`config.mk`:
```
export PLATFORM = sky130hd
export DESIGN_NAME = frame_packer_top
export DESIGN_NICKNAME = d
export VERILOG_FILES = /design/src/hw/packer_pkg.sv /design/src/hw/frame_packer_top.sv /design/src/hw/byte_packer.sv /design/src/hw/ring_fifo.sv
export VERILOG_INCLUDE_DIRS = /design/src /design/src/hw
export SDC_FILE = /design/constraint.sdc
export NUM_CORES = 1
export LEC_CHECK = 0
export BUFFER_PORTS_ARGS = -buffer_cell sky130_fd_sc_hd__buf_2
export CORE_UTILIZATION = 55
export CTS_CLUSTER_DIAMETER = 150
export CTS_CLUSTER_SIZE = 12
export DETAILED_ROUTE_END_ITERATION = 10
export GPL_TIMING_DRIVEN = 1
export PLACE_DENSITY_LB_ADDON = 0.1
export SLEW_MARGIN = 10
export SYNTH_ARGS = -nofsm -noshare
export SYNTH_HDL_FRONTEND = slang
export SYNTH_SLANG_ARGS = --single-unit
```
`constraint.sdc`:
```
create_clock -name clk -period 3.4 [get_ports clk]
set_clock_uncertainty 0.05 [all_clocks]
set_input_delay 0.34 -clock clk [delete_from_list [all_inputs] [get_ports clk]]
set_output_delay 0.34 -clock clk [all_outputs]
set_load 0.05 [all_outputs]
```
`src/hw/packer_config.svh`:
```
// Depth and word size macros for the frame byte packer

`ifndef PACKER_CONFIG_SVH
`define PACKER_CONFIG_SVH

// ------------------------------
// FIFO depths
// ------------------------------

// Ingress FIFO holds single bytes with their last flag
// Eight entries let the producer run ahead while a word waits in the packer
`define PACK_IN_DEPTH 8

// Egress FIFO holds packed words until the consumer takes them
`define PACK_OUT_DEPTH 4

// ------------------------------
// Word format
// ------------------------------

// Bytes gathered into one output word, lane 0 carries the first byte
`define PACK_BYTES_PER_WORD 4

`endif
```
`src/hw/packer_pkg.sv`:
```
// Data, word, count and FIFO entry types plus the packer state enum

`include "packer_config.svh"

package packer_pkg;

  // ------------------------------
  // Payload types
  // ------------------------------

  // One data byte as it arrives from the producer
  typedef logic [7:0] byte_t;

  // Packed output word, first byte of the word in the lowest lane
  // Lanes past the byte count are always zero
  typedef logic [8*`PACK_BYTES_PER_WORD-1:0] word_t;

  // Number of valid bytes in a word minus one
  typedef logic [$clog2(`PACK_BYTES_PER_WORD)-1:0] count_t;

  // ------------------------------
  // FIFO entries
  // ------------------------------

  // Ingress entry is the last flag sitting directly above the byte
  typedef logic [$bits(byte_t):0] in_entry_t;

  // Egress entry from the top down is last flag, count, then the word
  typedef logic [$bits(word_t)+$bits(count_t):0] out_entry_t;

  // ------------------------------
  // Packer FSM
  // ------------------------------

  // COLLECT pops bytes, EMIT offers the finished word to the egress FIFO
  typedef enum logic {
    COLLECT,
    EMIT
  } pack_state_e;

endpackage

```
`src/hw/frame_packer_top.sv`:
```
// Top level of the frame byte packer with ingress FIFO, packer and egress FIFO

`include "packer_config.svh"

module frame_packer_top (
  input  logic               clk,
  input  logic               reset_n,

  // Byte stream from the producer
  input  packer_pkg::byte_t  i_data,
  input  logic               i_last,
  input  logic               i_data_val,
  output logic               o_ready,

  // Packed words towards the consumer
  output packer_pkg::word_t  o_word,
  output packer_pkg::count_t o_count,
  output logic               o_last,
  output logic               o_word_val,
  input  logic               i_word_en,
  output logic               o_word_near_empty
);

  localparam int IN_W  = $bits(packer_pkg::in_entry_t);
  localparam int OUT_W = $bits(packer_pkg::out_entry_t);
  localparam int WORD_W = $bits(packer_pkg::word_t);

  // ------------------------------
  // Ingress FIFO to packer
  // ------------------------------

  packer_pkg::in_entry_t  in_head;
  logic                   in_head_val;
  logic                   in_pop;

  // ------------------------------
  // Packer to egress FIFO
  // ------------------------------

  packer_pkg::out_entry_t pack_entry;
  logic                   pack_val;
  logic                   out_en;
  packer_pkg::out_entry_t out_head;

  // Ingress takes the byte with its last flag on top
  // Its full, empty and nearly-empty flags are not needed here
  ring_fifo #(
    .WIDTH (IN_W),
    .DEPTH (`PACK_IN_DEPTH)
  ) u_in_fifo (
    .clk          (clk),
    .reset_n      (reset_n),
    .i_data       ({i_last, i_data}),
    .i_data_val   (i_data_val),
    .o_en         (o_ready),
    .i_en         (in_pop),
    .o_data       (in_head),
    .o_data_val   (in_head_val),
    .o_full       (),
    .o_empty      (),
    .o_near_empty ()
  );

  byte_packer u_packer (
    .clk          (clk),
    .reset_n      (reset_n),
    .i_entry      (in_head),
    .i_entry_val  (in_head_val),
    .o_entry_en   (in_pop),
    .o_word_entry (pack_entry),
    .o_word_val   (pack_val),
    .i_word_en    (out_en)
  );

  // A full egress FIFO holds the packer in EMIT, which backs up the ingress side
  ring_fifo #(
    .WIDTH (OUT_W),
    .DEPTH (`PACK_OUT_DEPTH)
  ) u_out_fifo (
    .clk          (clk),
    .reset_n      (reset_n),
    .i_data       (pack_entry),
    .i_data_val   (pack_val),
    .o_en         (out_en),
    .i_en         (i_word_en),
    .o_data       (out_head),
    .o_data_val   (o_word_val),
    .o_full       (),
    .o_empty      (),
    .o_near_empty (o_word_near_empty)
  );

  // Egress head split into last flag, count and word
  assign o_word  = out_head[WORD_W-1:0];
  assign o_count = out_head[OUT_W-2:WORD_W];
  assign o_last  = out_head[OUT_W-1];

endmodule

```
`src/hw/byte_packer.sv`:
```
// Packer FSM that gathers frame bytes into words and hands each word to the egress FIFO

`include "packer_config.svh"

module byte_packer (
  input  logic                   clk,
  input  logic                   reset_n,

  // Head of the ingress FIFO and its pop enable
  input  packer_pkg::in_entry_t  i_entry,
  input  logic                   i_entry_val,
  output logic                   o_entry_en,

  // Finished word towards the egress FIFO write side
  output packer_pkg::out_entry_t o_word_entry,
  output logic                   o_word_val,
  input  logic                   i_word_en
);

  localparam int BYTE_W = $bits(packer_pkg::byte_t);
  localparam int LANES  = `PACK_BYTES_PER_WORD;

  packer_pkg::pack_state_e state;

  // Bytes gathered so far for the word under construction
  packer_pkg::word_t       word_q;

  // Lane the next popped byte goes into
  packer_pkg::count_t      lane_q;

  // Word as it leaves the packer, with the final byte merged in
  packer_pkg::word_t       word_fill;

  packer_pkg::byte_t       in_byte;
  logic                    in_last;
  logic                    pop;
  logic                    word_done;

  // ------------------------------
  // Entry fields and handshake
  // ------------------------------

  // Last flag sits right above the byte in the ingress entry
  assign in_byte = i_entry[BYTE_W-1:0];
  assign in_last = i_entry[BYTE_W];

  // Pops are only requested while collecting, EMIT never takes a byte
  assign o_entry_en = (state == packer_pkg::COLLECT);
  assign o_word_val = (state == packer_pkg::EMIT);

  assign pop = o_entry_en & i_entry_val;

  // The word closes on its top lane or at the end of the frame
  assign word_done = in_last | (lane_q == packer_pkg::count_t'(LANES - 1));

  // Merge the closing byte, lanes above it are forced to zero
  always_comb begin
    word_fill = '0;
    for (int l = 0; l < LANES; l++) begin
      if (l < lane_q) begin
        word_fill[l*BYTE_W +: BYTE_W] = word_q[l*BYTE_W +: BYTE_W];
      end else if (l == lane_q) begin
        word_fill[l*BYTE_W +: BYTE_W] = in_byte;
      end
    end
  end

  // ------------------------------
  // FSM and lane index
  // ------------------------------

  always_ff @(posedge clk) begin
    if (!reset_n) begin
      state  <= packer_pkg::COLLECT;
      lane_q <= '0;
    end else begin
      case (state)
        packer_pkg::COLLECT: begin
          if (pop) begin
            if (word_done) begin
              // Lane index is kept so the count stays visible until the word leaves
              state <= packer_pkg::EMIT;
            end else begin
              lane_q <= lane_q + 1'b1;
            end
          end
        end
        packer_pkg::EMIT: begin
          // Egress took the word this cycle, start the next one from lane 0
          if (i_word_en) begin
            state  <= packer_pkg::COLLECT;
            lane_q <= '0;
          end
        end
        default: begin
          state <= packer_pkg::COLLECT;
        end
      endcase
    end
  end

  // ------------------------------
  // Word datapath
  // ------------------------------

  always_ff @(posedge clk) begin
    if (pop) begin
      if (word_done) begin
        // Count is the lane of the closing byte, last comes from that byte
        o_word_entry <= {in_last, lane_q, word_fill};
      end else begin
        word_q[lane_q*BYTE_W +: BYTE_W] <= in_byte;
      end
    end
    // Wipe the gathered bytes once the word has gone to the egress FIFO
    if (o_word_val && i_word_en) begin
      word_q <= '0;
    end
  end

endmodule

```
`src/hw/ring_fifo.sv`:
```
// Synchronous FIFO with rotating one-hot pointers, registered head and status flags

module ring_fifo #(
  parameter int WIDTH = 8,
  parameter int DEPTH = 4
) (
  input  logic             clk,
  input  logic             reset_n,

  // Write side, an entry is taken when i_data_val and o_en are both high
  input  logic [WIDTH-1:0] i_data,
  input  logic             i_data_val,
  output logic             o_en,

  // Read side, the head is popped when i_en and o_data_val are both high
  input  logic             i_en,
  output logic [WIDTH-1:0] o_data,
  output logic             o_data_val,

  // Status flags, all registered
  output logic             o_full,
  output logic             o_empty,
  output logic             o_near_empty
);

  // Storage, one location per entry
  logic [WIDTH-1:0] mem [DEPTH];

  // One bit per location, exactly one bit of each vector is set
  logic [DEPTH-1:0] wr_ptr;
  logic [DEPTH-1:0] rd_ptr;

  // Pointers one and two steps ahead of the current ones
  logic [DEPTH-1:0] wr_ptr_nxt;
  logic [DEPTH-1:0] rd_ptr_nxt;
  logic [DEPTH-1:0] rd_ptr_nxt2;

  // Entry that follows the current head in memory
  logic [WIDTH-1:0] mem_next_head;

  logic             do_write;
  logic             do_read;

  // Moves the set bit to the next location, wrapping from the top back to zero
  // The FIFO needs at least two locations for this to make sense
  function automatic logic [DEPTH-1:0] rotate(input logic [DEPTH-1:0] ptr);
    return {ptr[DEPTH-2:0], ptr[DEPTH-1]};
  endfunction

  // ------------------------------
  // Handshake
  // ------------------------------

  // A full FIFO still takes a write when its head leaves in the same cycle
  assign o_en       = ~o_full | i_en;

  // The head register always holds a real entry whenever anything is stored
  assign o_data_val = ~o_empty;

  assign do_write   = i_data_val & o_en;
  assign do_read    = i_en & ~o_empty;

  assign wr_ptr_nxt  = rotate(wr_ptr);
  assign rd_ptr_nxt  = rotate(rd_ptr);
  assign rd_ptr_nxt2 = rotate(rd_ptr_nxt);

  // One-hot mux, the read pointer one step ahead selects a single location
  always_comb begin
    mem_next_head = '0;
    for (int i = 0; i < DEPTH; i++) begin
      if (rd_ptr_nxt[i]) begin
        mem_next_head = mem_next_head | mem[i];
      end
    end
  end

  // ------------------------------
  // Memory
  // ------------------------------

  // Every write lands in memory, the head register is only a copy
  // When full and read at once the written location is the one being popped
  always_ff @(posedge clk) begin
    if (do_write) begin
      for (int i = 0; i < DEPTH; i++) begin
        if (wr_ptr[i]) begin
          mem[i] <= i_data;
        end
      end
    end
  end

  // ------------------------------
  // Head register
  // ------------------------------

  always_ff @(posedge clk) begin
    if (do_read) begin
      if (o_near_empty) begin
        // The popped entry was the only one, so a new entry goes straight to the head
        // Without a write the FIFO empties and the head keeps its stale value
        if (do_write) begin
          o_data <= i_data;
        end
      end else begin
        // At least two entries are stored, the next one is already in memory
        o_data <= mem_next_head;
      end
    end else if (o_empty && do_write) begin
      // First entry into an empty FIFO shows at the head on the next clock
      o_data <= i_data;
    end
  end

  // ------------------------------
  // Pointers and flags
  // ------------------------------

  always_ff @(posedge clk) begin
    if (!reset_n) begin
      wr_ptr       <= DEPTH'(1);
      rd_ptr       <= DEPTH'(1);
      o_full       <= 1'b0;
      o_empty      <= 1'b1;
      o_near_empty <= 1'b0;
    end else begin
      if (do_write) begin
        wr_ptr <= wr_ptr_nxt;
      end
      if (do_read) begin
        rd_ptr <= rd_ptr_nxt;
      end

      // The fill level only changes when exactly one side moves
      unique case ({do_write, do_read})
        2'b10: begin
          // Fills up when the advanced write pointer meets the read pointer
          o_full       <= (wr_ptr_nxt == rd_ptr);
          o_empty      <= 1'b0;
          // One entry after the write only if nothing was stored before
          o_near_empty <= o_empty;
        end
        2'b01: begin
          o_full       <= 1'b0;
          // Empties when the advanced read pointer meets the write pointer
          o_empty      <= (rd_ptr_nxt == wr_ptr);
          // Two entries before the pop leave exactly one behind
          o_near_empty <= (rd_ptr_nxt2 == wr_ptr);
        end
        default: begin
          o_full       <= o_full;
          o_empty      <= o_empty;
          o_near_empty <= o_near_empty;
        end
      endcase
    end
  end

endmodule

```
==> results of run 1 <==
==> final cells by class <==
class                           instances  area (sq um)  share of cell area, %
Timing Repair Buffer                   62         340.3                  2.306
Multi-Input combinational cell        505          3077                  20.85
Inverter                               22         82.58                 0.5596
Clock buffer                           60         969.7                  6.571
Clock inverter                          1         8.758                0.05935
Sequential cell                       348          9879                  66.95
Tap cell                              319         399.1                  2.705
==> layer usage <==
metal  up-vias  part of all wire, %
met5         -                    0
met4         0                  1.6
met3        40                  4.5
met2       201                   50
met1      3655                   44
li1       3618                    -
==> layout by cell type (no fill, tap or decap), types with 2 or more instances in the layout <==
cell type	Yosys	final
xnor2_1	8	8
nor3b_2	3	3
nor2b_1	2	2
a211o_1	2	2
buf_4	5	12
nor3_1	4	4
dfxtp_1	57	57
o21ai_0	16	16
a22o_1	18	18
a21oi_1	53	52
buf_2	19	50
nand2b_1	2	2
inv_1	20	20
a221oi_1	18	18
nor4_1	3	3
nand4_1	3	3
nand2_1	107	107
o21a_1	2	2
edfxtp_1	291	291
a31oi_1	44	44
a22oi_1	70	70
ha_1	7	7
nor2_4	1	4
clkinv_1	2	2
xor2_1	25	25
nor2_1	50	48
and2_1	13	13
o22ai_1	2	2
clkbuf_16	0	35
mux2_2	8	8
clkbuf_1	34	25
nand3_1	33	33
==> flip-flops by register name, indices dropped and copies added (netlist names), 2 cells and up <==
register / flops
u_packer.word_q: 24
u_packer.o_word_entry: 35
u_out_fifo.mem: 140
u_packer.lane_q: 2
u_out_fifo.wr_ptr: 4
u_in_fifo.wr_ptr: 8
u_in_fifo.o_data: 9
u_out_fifo.rd_ptr: 4
u_in_fifo.mem: 72
u_out_fifo.o_data: 35
u_in_fifo.rd_ptr: 8
==> where the power goes <==
part	internal (uW)	switching, uW	total [uW]	leakage (uW)
combinational	241	533	774	0.00133
clock	1930	1430	3360	0.000465
sequential	4930	205	5130	0.00312
==> final timing paths <==
path                             from              endpoint  slack (ns)  cells after the start
setup / recovery  u_packer.o_word_val   u_in_fifo.o_data[4]        0.85                      5
hold / removal              i_data[1]  u_in_fifo.mem[1][28]        0.07                      1
setup reg to reg  u_packer.o_word_val   u_in_fifo.o_data[4]        0.85                      5
hold reg to reg    u_packer.word_q[0]    u_packer.word_q[0]        0.39                      2
==> cells by family (layout without fill, tap and decap cells) <==
logic type / after synthesis / in the layout
DFF: 348 / 348
AOI/OAI and AO/OA: 229 / 229
and+or+nand+nor: 228 / 228
buffers and inverters: 84 / 145
xor gates and xnor gates: 33 / 33
muxes: 8 / 8
adders and majority gates: 7 / 7
==> synth_stat cells, drive strengths merged, types with 16 or more instances <==
library cell and number:
edfxtp 291, clkbuf 34, a22oi 70, dfxtp 57, a22o 18, inv 20, nor2 52, a31oi 44
o21ai 16, xor2 25, a221oi 18, nand2 107, buf 28, nand3 33, a21oi 53
==> through the flow <==
step | area (sq um) | setup slack (ns)
floorplan | 13280 | 0.1365
global placement | 13780 | 0.9238
detailed placement | 13780 | 0.8574
CTS | 14760 | 0.8433
global route | 14760 | 0.6075
finish | 14760 | 0.8476
==> impl_metrics.toml, run 1 <==
[outcome]
status = "complete, no violations"

[clock_tree]
clock_tree.root_cell = "clkbuf_16"
post-cts-setup-buffers = 0
clkSinkCount = 348
cts_tree = "built"
ctsResizeCount = 0
clockBufferDepth = 3
hold_buffers = 0
clkTransAtPathRegs_ns = 0.06
cts_buffers = 34
clk_latency_ns = 0.50
cts_htree_levels = 2

[grt]
busiest_layer = "met2"
grt_pass1_vias = 7184
grt_pass1_wl_mm = 39.41
antenna_found_initial = 0
overflow = 0
grt_util_met1_pct = 28.45
grt_use_met2_pct = 35.63
groute.layer.met3.usage_pct = 3.084
grt_max_degree = 71
track_usage_pct = 21.06

[placement]
dp_hpwl_mm = 14.51
numPortBuffers = 50
place_inst = 1256
place.gp.congestion = 0.8082

[synthesis]
synth_top_family_by_area = "compound AO/OA/AOI/OAI gates"
synth_top_cell_area_share_pct = 65.79
synth_area_leaders = "edfxtp_1 66%, dfxtp_1 8.6%, a22oi_1 4.0%"
synth_cells = 937
synthMuxAreaShare_pct = 0.6783
synthArstFlopShare_pct = 0
yosysSeqAreaShare_pct = 74.39
netlist_area_sq_um = 13280
ys_ff_latch = 348
synth_xor_xnor_area_share_pct = 2.176
ys.flop_type = "edfxtp_1"
synthSimpleGateAreaFrac_pct = 7.744
synth-edff-count = 291
synth_cell_types = 42
syn_avg_cell_area_sq_um = 14.17
yosysWarnings = 0
synth_compound_area_share_pct = 11.66
synth_area_leader_cell = "edfxtp_1"
synth_fa_ha_area_share_pct = 0.6594
syn_nets = 957

[sta]
slew-limit-headroom_pct = 32.50
tightest_slew_ns = 1.013
rsz0062_at_grt = "false"
max_freq_mhz = 391.8
finalHoldViolCount = 0
hold-worst-slack_ns = 0.07412
finalCriticalPeriod_ns = 2.552
fin_tns_setup_ns = 0
setup_violations = 0
slew_violations = 0
min_period_over_period_pct = 75.07

[route]
first_pass_iters = 5
drtAntennaViolNets = 0
route.detailed.drc = 0
routed_wl_mm = 25.30
drtIter0Drc = 492
wire_per_inst_um = 19.21
vias_per_cell = 5.705
num_vias = 7514

[cells_and_area]
layout-drive-gt1-share_pct = 11.82
fin_cells = 1317
nets = 993
fillers = 1825
final_util_pct = 62.68
syn2layout_area_growth_pct = 11.11
antenna_cells = 0

[die]
io_pins = 51
die_w_um = 157.4
coreArea_sq_um = 23540
die-area_sq_um = 24770
die_y_um = 157.4
start_util_pct = 56.41
num_rows = 56

[setup_path]
crit_slowest_cell = "a21oi_1"
crit_path_max_incr_delay_ns = 0.66
critPathMaxFanout = 9
worst_path_dominant_cell_family = "compound AO/OA/AOI/OAI gates"
worstSetupPathType = "reg -> reg"
critPathArrivalTime_ns = 2.62
crit_buf_inv = 1
end_kind = "flop"
critPathRequiredTime_ns = 3.47
cp_cell_sequence = "nand2_1 -> and2_1 -> clkinv_1 -> ha_1 -> a21oi_1"
startpoint_type = "flop"

[pwr]
powerDensity_nw_per_um2 = 627.9
power_uw = 9265
leakage_uw = 0.004917
max-vdd-ir-drop_mv = 0.4715

[min_path]
hp-class = "in -> reg"

[job]
maxCapViolCount = 0
No activity file was read; power rests on OpenSTA's default activity.
==> inputs of run 2 (changes only) <==
==> constraint.sdc (replaced) <==
create_clock -name clk -period 2.18 [get_ports clk]
set_clock_uncertainty 0.05 [all_clocks]
set_input_delay 0.218 -clock clk [delete_from_list [all_inputs] [get_ports clk]]
set_output_delay 0.218 -clock clk [all_outputs]
set_load 0.05 [all_outputs]
==> impl_metrics.toml, run 2 (synthesis results as in run 1) <==
[cells_and_area]
nets = 1024
top_regs = "u_out_fifo.mem x140, u_in_fifo.mem x72"
final_common_cell = "edfxtp_1"
fillers = 1759
largest_reg_flops = 140
most-common-layout-cells = "291 x edfxtp_1, 106 x nand2_1, 70 x a22oi_1, 57 x dfxtp_1, 51 x a21oi_1"
antenna_cells = 0
layout-drive-gt1-share_pct = 13.70
top_register = "u_out_fifo.mem"
syn2layout_area_growth_pct = 14.23
final_util_pct = 64.44
fin_area_sq_um = 15170
fin_cells = 1348

[sta]
rsz0062_at_grt = "false"
slew_violations = 0
tightest_slew_ns = 0.7058
finalCriticalPeriod_ns = 1.942
finalHoldViolCount = 0
fin_tns_setup_ns = 0
min_period_over_period_pct = 89.08
setup_violations = 0
slew-limit-headroom_pct = 52.88
hold-worst-slack_ns = 0.1489
max_freq_mhz = 515.0

[route]
routed_wl_mm = 25.66
wire_per_inst_um = 19.04
drtAntennaViolNets = 0
drtIter0Drc = 487
vias_per_cell = 5.690
route.detailed.drc = 0
num_vias = 7670
first_pass_iters = 5

[die]
coreArea_sq_um = 23540
num_rows = 56
die-area_sq_um = 24770
die_y_um = 157.4
die_w_um = 157.4
io_pins = 51
start_util_pct = 56.41

[clock_tree]
clock_tree.root_cell = "clkbuf_16"
hold_buffers = 10
clkTransAtPathRegs_ns = 0.06
cts_buffers = 34
post-cts-setup-buffers = 0
ctsResizeCount = 0
cts_htree_levels = 2
cts_tree = "built"
clockBufferDepth = 3
clkSinkCount = 348
clk_latency_ns = 0.51

[grt]
grt_max_degree = 42
grt_pass1_vias = 7507
track_usage_pct = 21.77
antenna_found_initial = 0
overflow = 0
grt_pass1_wl_mm = 40.97

[min_path]
hp-class = "in -> reg"
min_from = "i_word_en"

[setup_path]
cp_cell_sequence = "inv_1 -> ha_1 -> nor3b_2 -> nand3_1 -> a21oi_1"
crit_slowest_cell = "nor3b_2"
crit_path_max_incr_delay_ns = 0.49
critPathLaunch = "u_packer.lane_q[0]"
startpoint_type = "flop"
critPathRequiredTime_ns = 2.57
worstSetupPathType = "reg -> reg"
critPathArrivalTime_ns = 2.33
end_kind = "flop"
worst_path_dominant_cell_family = "simple AND/OR/NAND/NOR gates"
r2r_start = "u_packer.lane_q[0]"
critPathMaxFanout = 8
crit_buf_inv = 1

[pwr]
powerDensity_nw_per_um2 = 961.5
max-vdd-ir-drop_mv = 0.6587
leakage_uw = 0.005103

[placement]
place_inst = 1277
numPortBuffers = 50
dp_hpwl_mm = 15.29
place.gp.congestion = 0.7726
placed_cell_area_sq_um = 14090

[job]
maxCapViolCount = 0

[outcome]
status = "complete, no violations"
==> run 2: changes by cell type in the layout (fill, tap and decap cells not counted) <==
cell / before / now
buf_12: 0 / 12
nand2_1: 107 / 106
a21oi_2: 0 / 1
a21oi_1: 52 / 51
buf_4: 12 / 21
nand2_2: 0 / 1
dlygate4sd3_1: 0 / 10
==> run 2: through the flow <==
step | setup slack [ns] | total power, uW
after floorplan | 0.04020 | 8970
after global placement | 0.3122 | 9416
after detailed placement | 0.2614 | 9440
after CTS | 0.2435 | 14710
after global routing | 0.02234 | 15140
final | 0.2382 | 14590
==> run 2: worst reg2reg max path: stages, from the launching register on <==
cell and delay, ns:
dfxtp_1 0.48, inv_1 0.18, ha_1 0.37, nor3b_2 0.49, nand3_1 0.14, a21oi_1 0.18
==> run 2: path summary, 6_finish.rpt <==
path                            slack (ns)                   to  cells after the start
worst min register to register        0.40   u_packer.word_q[2]                      2
worst max-delay path                  0.24  u_packer.word_q[21]                      5
worst max register to register        0.24  u_packer.word_q[21]                      5
worst min-delay path                  0.15  u_packer.o_word_val                      4
==> run 2: routing by layer <==
layer | wire length [um] | share of wire (%) | global-route usage [%] | vias up
met2 | 12750 | 50 | 36.45 | 178
met3 | 1187 | 4.6 | 3.056 | 30
met1 | 11370 | 44 | 29.84 | 3781
li1 | - | - | - | 3681
met5 | 0 | 0 | 0 | -
met4 | 356 | 1.4 | 6.103 | 0
==> run 2: where the power goes <==
| group | switching, uW | internal, uW |
|---|---|---|
| Sequential | 299 | 7680 |
| Combinational | 868 | 452 |
| Clock | 2280 | 3010 |
==> run 2: final cells by class <==
| type | instances | area, sq um | share of cell area (%) |
|---|---|---|---|
| flip-flops and latches | 348 | 9879 | 65.12 |
| clock buffers | 60 | 969.7 | 6.392 |
| inverters | 22 | 82.58 | 0.5443 |
| multi-input cells | 505 | 3083 | 20.32 |
| repair buffers | 93 | 748.2 | 4.932 |
| clock inverters | 1 | 8.758 | 0.05773 |
| well taps | 319 | 399.1 | 2.631 |
==> inputs of run 3 (changes only) <==
--- a/config.mk
+++ b/config.mk
@@ -8,6 +8,7 @@
 export LEC_CHECK = 0
 export BUFFER_PORTS_ARGS = -buffer_cell sky130_fd_sc_hd__buf_2
 export CORE_UTILIZATION = 55
+export CTS_BUF_LIST = sky130_fd_sc_hd__clkbuf_8
 export CTS_CLUSTER_DIAMETER = 150
 export CTS_CLUSTER_SIZE = 12
 export DETAILED_ROUTE_END_ITERATION = 10
==> impl_metrics.toml, run 3 (synthesis results as in run 1) <==
[setup_path]
cp_cell_sequence = "inv_1 -> ha_1 -> nor3b_2 -> nand3_1 -> a21oi_1"
critical_path_depth = 5
worstSetupPathType = "reg -> reg"
startpoint_type = "flop"
worst_path_dominant_cell_family = "simple AND/OR/NAND/NOR gates"
end_kind = "flop"
crit_path_max_incr_delay_ns = 0.49
critPathArrivalTime_ns = 2.35
crit_slowest_cell = "dfxtp_1"
critPathRequiredTime_ns = 2.59
crit_buf_inv = 1
critPathMaxFanout = 8
reg2reg_depth = 5

[sta]
min_period_over_period_pct = 89.04
tightest_slew_ns = 0.7177
setup_violations = 0
slew-limit-headroom_pct = 52.09
finalHoldViolCount = 0
fin_tns_setup_ns = 0
rsz0062_at_grt = "false"
finalCriticalPeriod_ns = 1.941
slew_violations = 0
max_freq_mhz = 515.2

[route]
first_pass_iters = 5
routed_wl_mm = 25.57
vias_per_cell = 5.649
wire_per_inst_um = 18.97
route.detailed.drc = 0
drtIter0Drc = 505
drtAntennaViolNets = 0
num_vias = 7615

[outcome]
status = "complete, no violations"

[clock_tree]
clock_tree.root_cell = "clkbuf_8"
clkTransAtPathRegs_ns = 0.09
clkSinkCount = 348
cts_htree_levels = 2
cts_buffers = 34
ctsResizeCount = 0
cts_tree = "built"
clockBufferDepth = 3
post-cts-setup-buffers = 0
clk_latency_ns = 0.52

[cells_and_area]
fin_area_sq_um = 14780
final_common_cell = "edfxtp_1"
largest_reg_flops = 140
antenna_cells = 0
syn2layout_area_growth_pct = 11.25
top_regs = "u_out_fifo.mem x140, u_in_fifo.mem x72"
most-common-layout-cells = "291 x edfxtp_1, 106 x nand2_1, 70 x a22oi_1, 57 x dfxtp_1, 51 x a21oi_1"
layout-drive-gt1-share_pct = 13.70
top_register = "u_out_fifo.mem"
nets = 1024

[placement]
numPortBuffers = 50
place.gp.congestion = 0.7726
placed_cell_area_sq_um = 14090
dp_hpwl_mm = 15.29

[die]
die_y_um = 157.4
num_rows = 56
start_util_pct = 56.41
coreArea_sq_um = 23540
io_pins = 51
die_w_um = 157.4
die-area_sq_um = 24770

[grt]
antenna_found_initial = 0
track_usage_pct = 21.61
grt_pass1_vias = 7462
grt_max_degree = 42
grt_pass1_wl_mm = 40.72
overflow = 0

[job]
maxCapViolCount = 0

[pwr]
powerDensity_nw_per_um2 = 869.6
max-vdd-ir-drop_mv = 0.6376
leakage_uw = 0.005023

[min_path]
hp-class = "in -> reg"
whs_path_depth = 4
run 3: changes by cell type in the layout (fill, tap and decap cells not counted), sizes merged:
cell	change
clkbuf	-25
inv	+24
clkinvlp	+1
run 3: routing by layer:
layer  global-route usage [%]  share of wire [%]  up-vias  routed length (um)
met2                    36.39                 50      175               12670
met1                    29.66                 45     3737               11390
met3                    3.001                4.5       29                1146
met5                        0                  0        -                   0
li1                         -                  -     3674                   -
met4                    5.594                1.4        0                 359
run 3: area by class of cell:
type / count / area, sq um
Clock buffer: 35 / 481.7
Multi-Input combinational cell: 505 / 3083
Timing Repair Buffer: 93 / 748.2
Fill cell: 1795 / 8767
Inverter: 22 / 82.58
Tap cell: 319 / 399.1
Sequential cell: 348 / 9879
Clock inverter: 26 / 101.3
run 3: final timing paths:
path	end	slack, ns	from
worst max-delay path	u_packer.word_q[21]	0.24	u_packer.lane_q[0]
worst min-delay path	u_packer.o_word_val	0.12	i_word_en
worst min register to register	u_packer.word_q[2]	0.40	u_packer.word_q[2]
worst max register to register	u_packer.word_q[21]	0.24	u_packer.lane_q[0]
run 3: per-stage QoR:
step	instances	hold slack, ns	setup slack, ns	utilization [%]	total power [uW]
finish	1348	0.1192	0.2389	62.76	12850
detailed placement	1277	0.3922	0.2614	59.86	9440
global route	1348	0.1074	0.01108	62.76	13400
global placement	1277	0.3875	0.3122	59.86	9416
CTS	1348	0.08965	0.2366	62.76	12980
floorplan	937	0.2669	0.04020	-	8970
run 3: tightest hold or removal path, cell delays in order:
cell,delay (ns)
buf_2,0.09
nand2b_1,0.13
nor2_1,0.05
o21a_1,0.16
run 3: what timing repair did:
item	4_1_cts	5_1_grt
hold buffers	10	0
endpoints found under the hold margin	78	0
setup endpoints to repair	0	0
run 3: report_power, final:
group	switching, uW	total, uW	internal [uW]
logic	867	1320	453
registers	298	7970	7670
clock network	2060	3560	1500
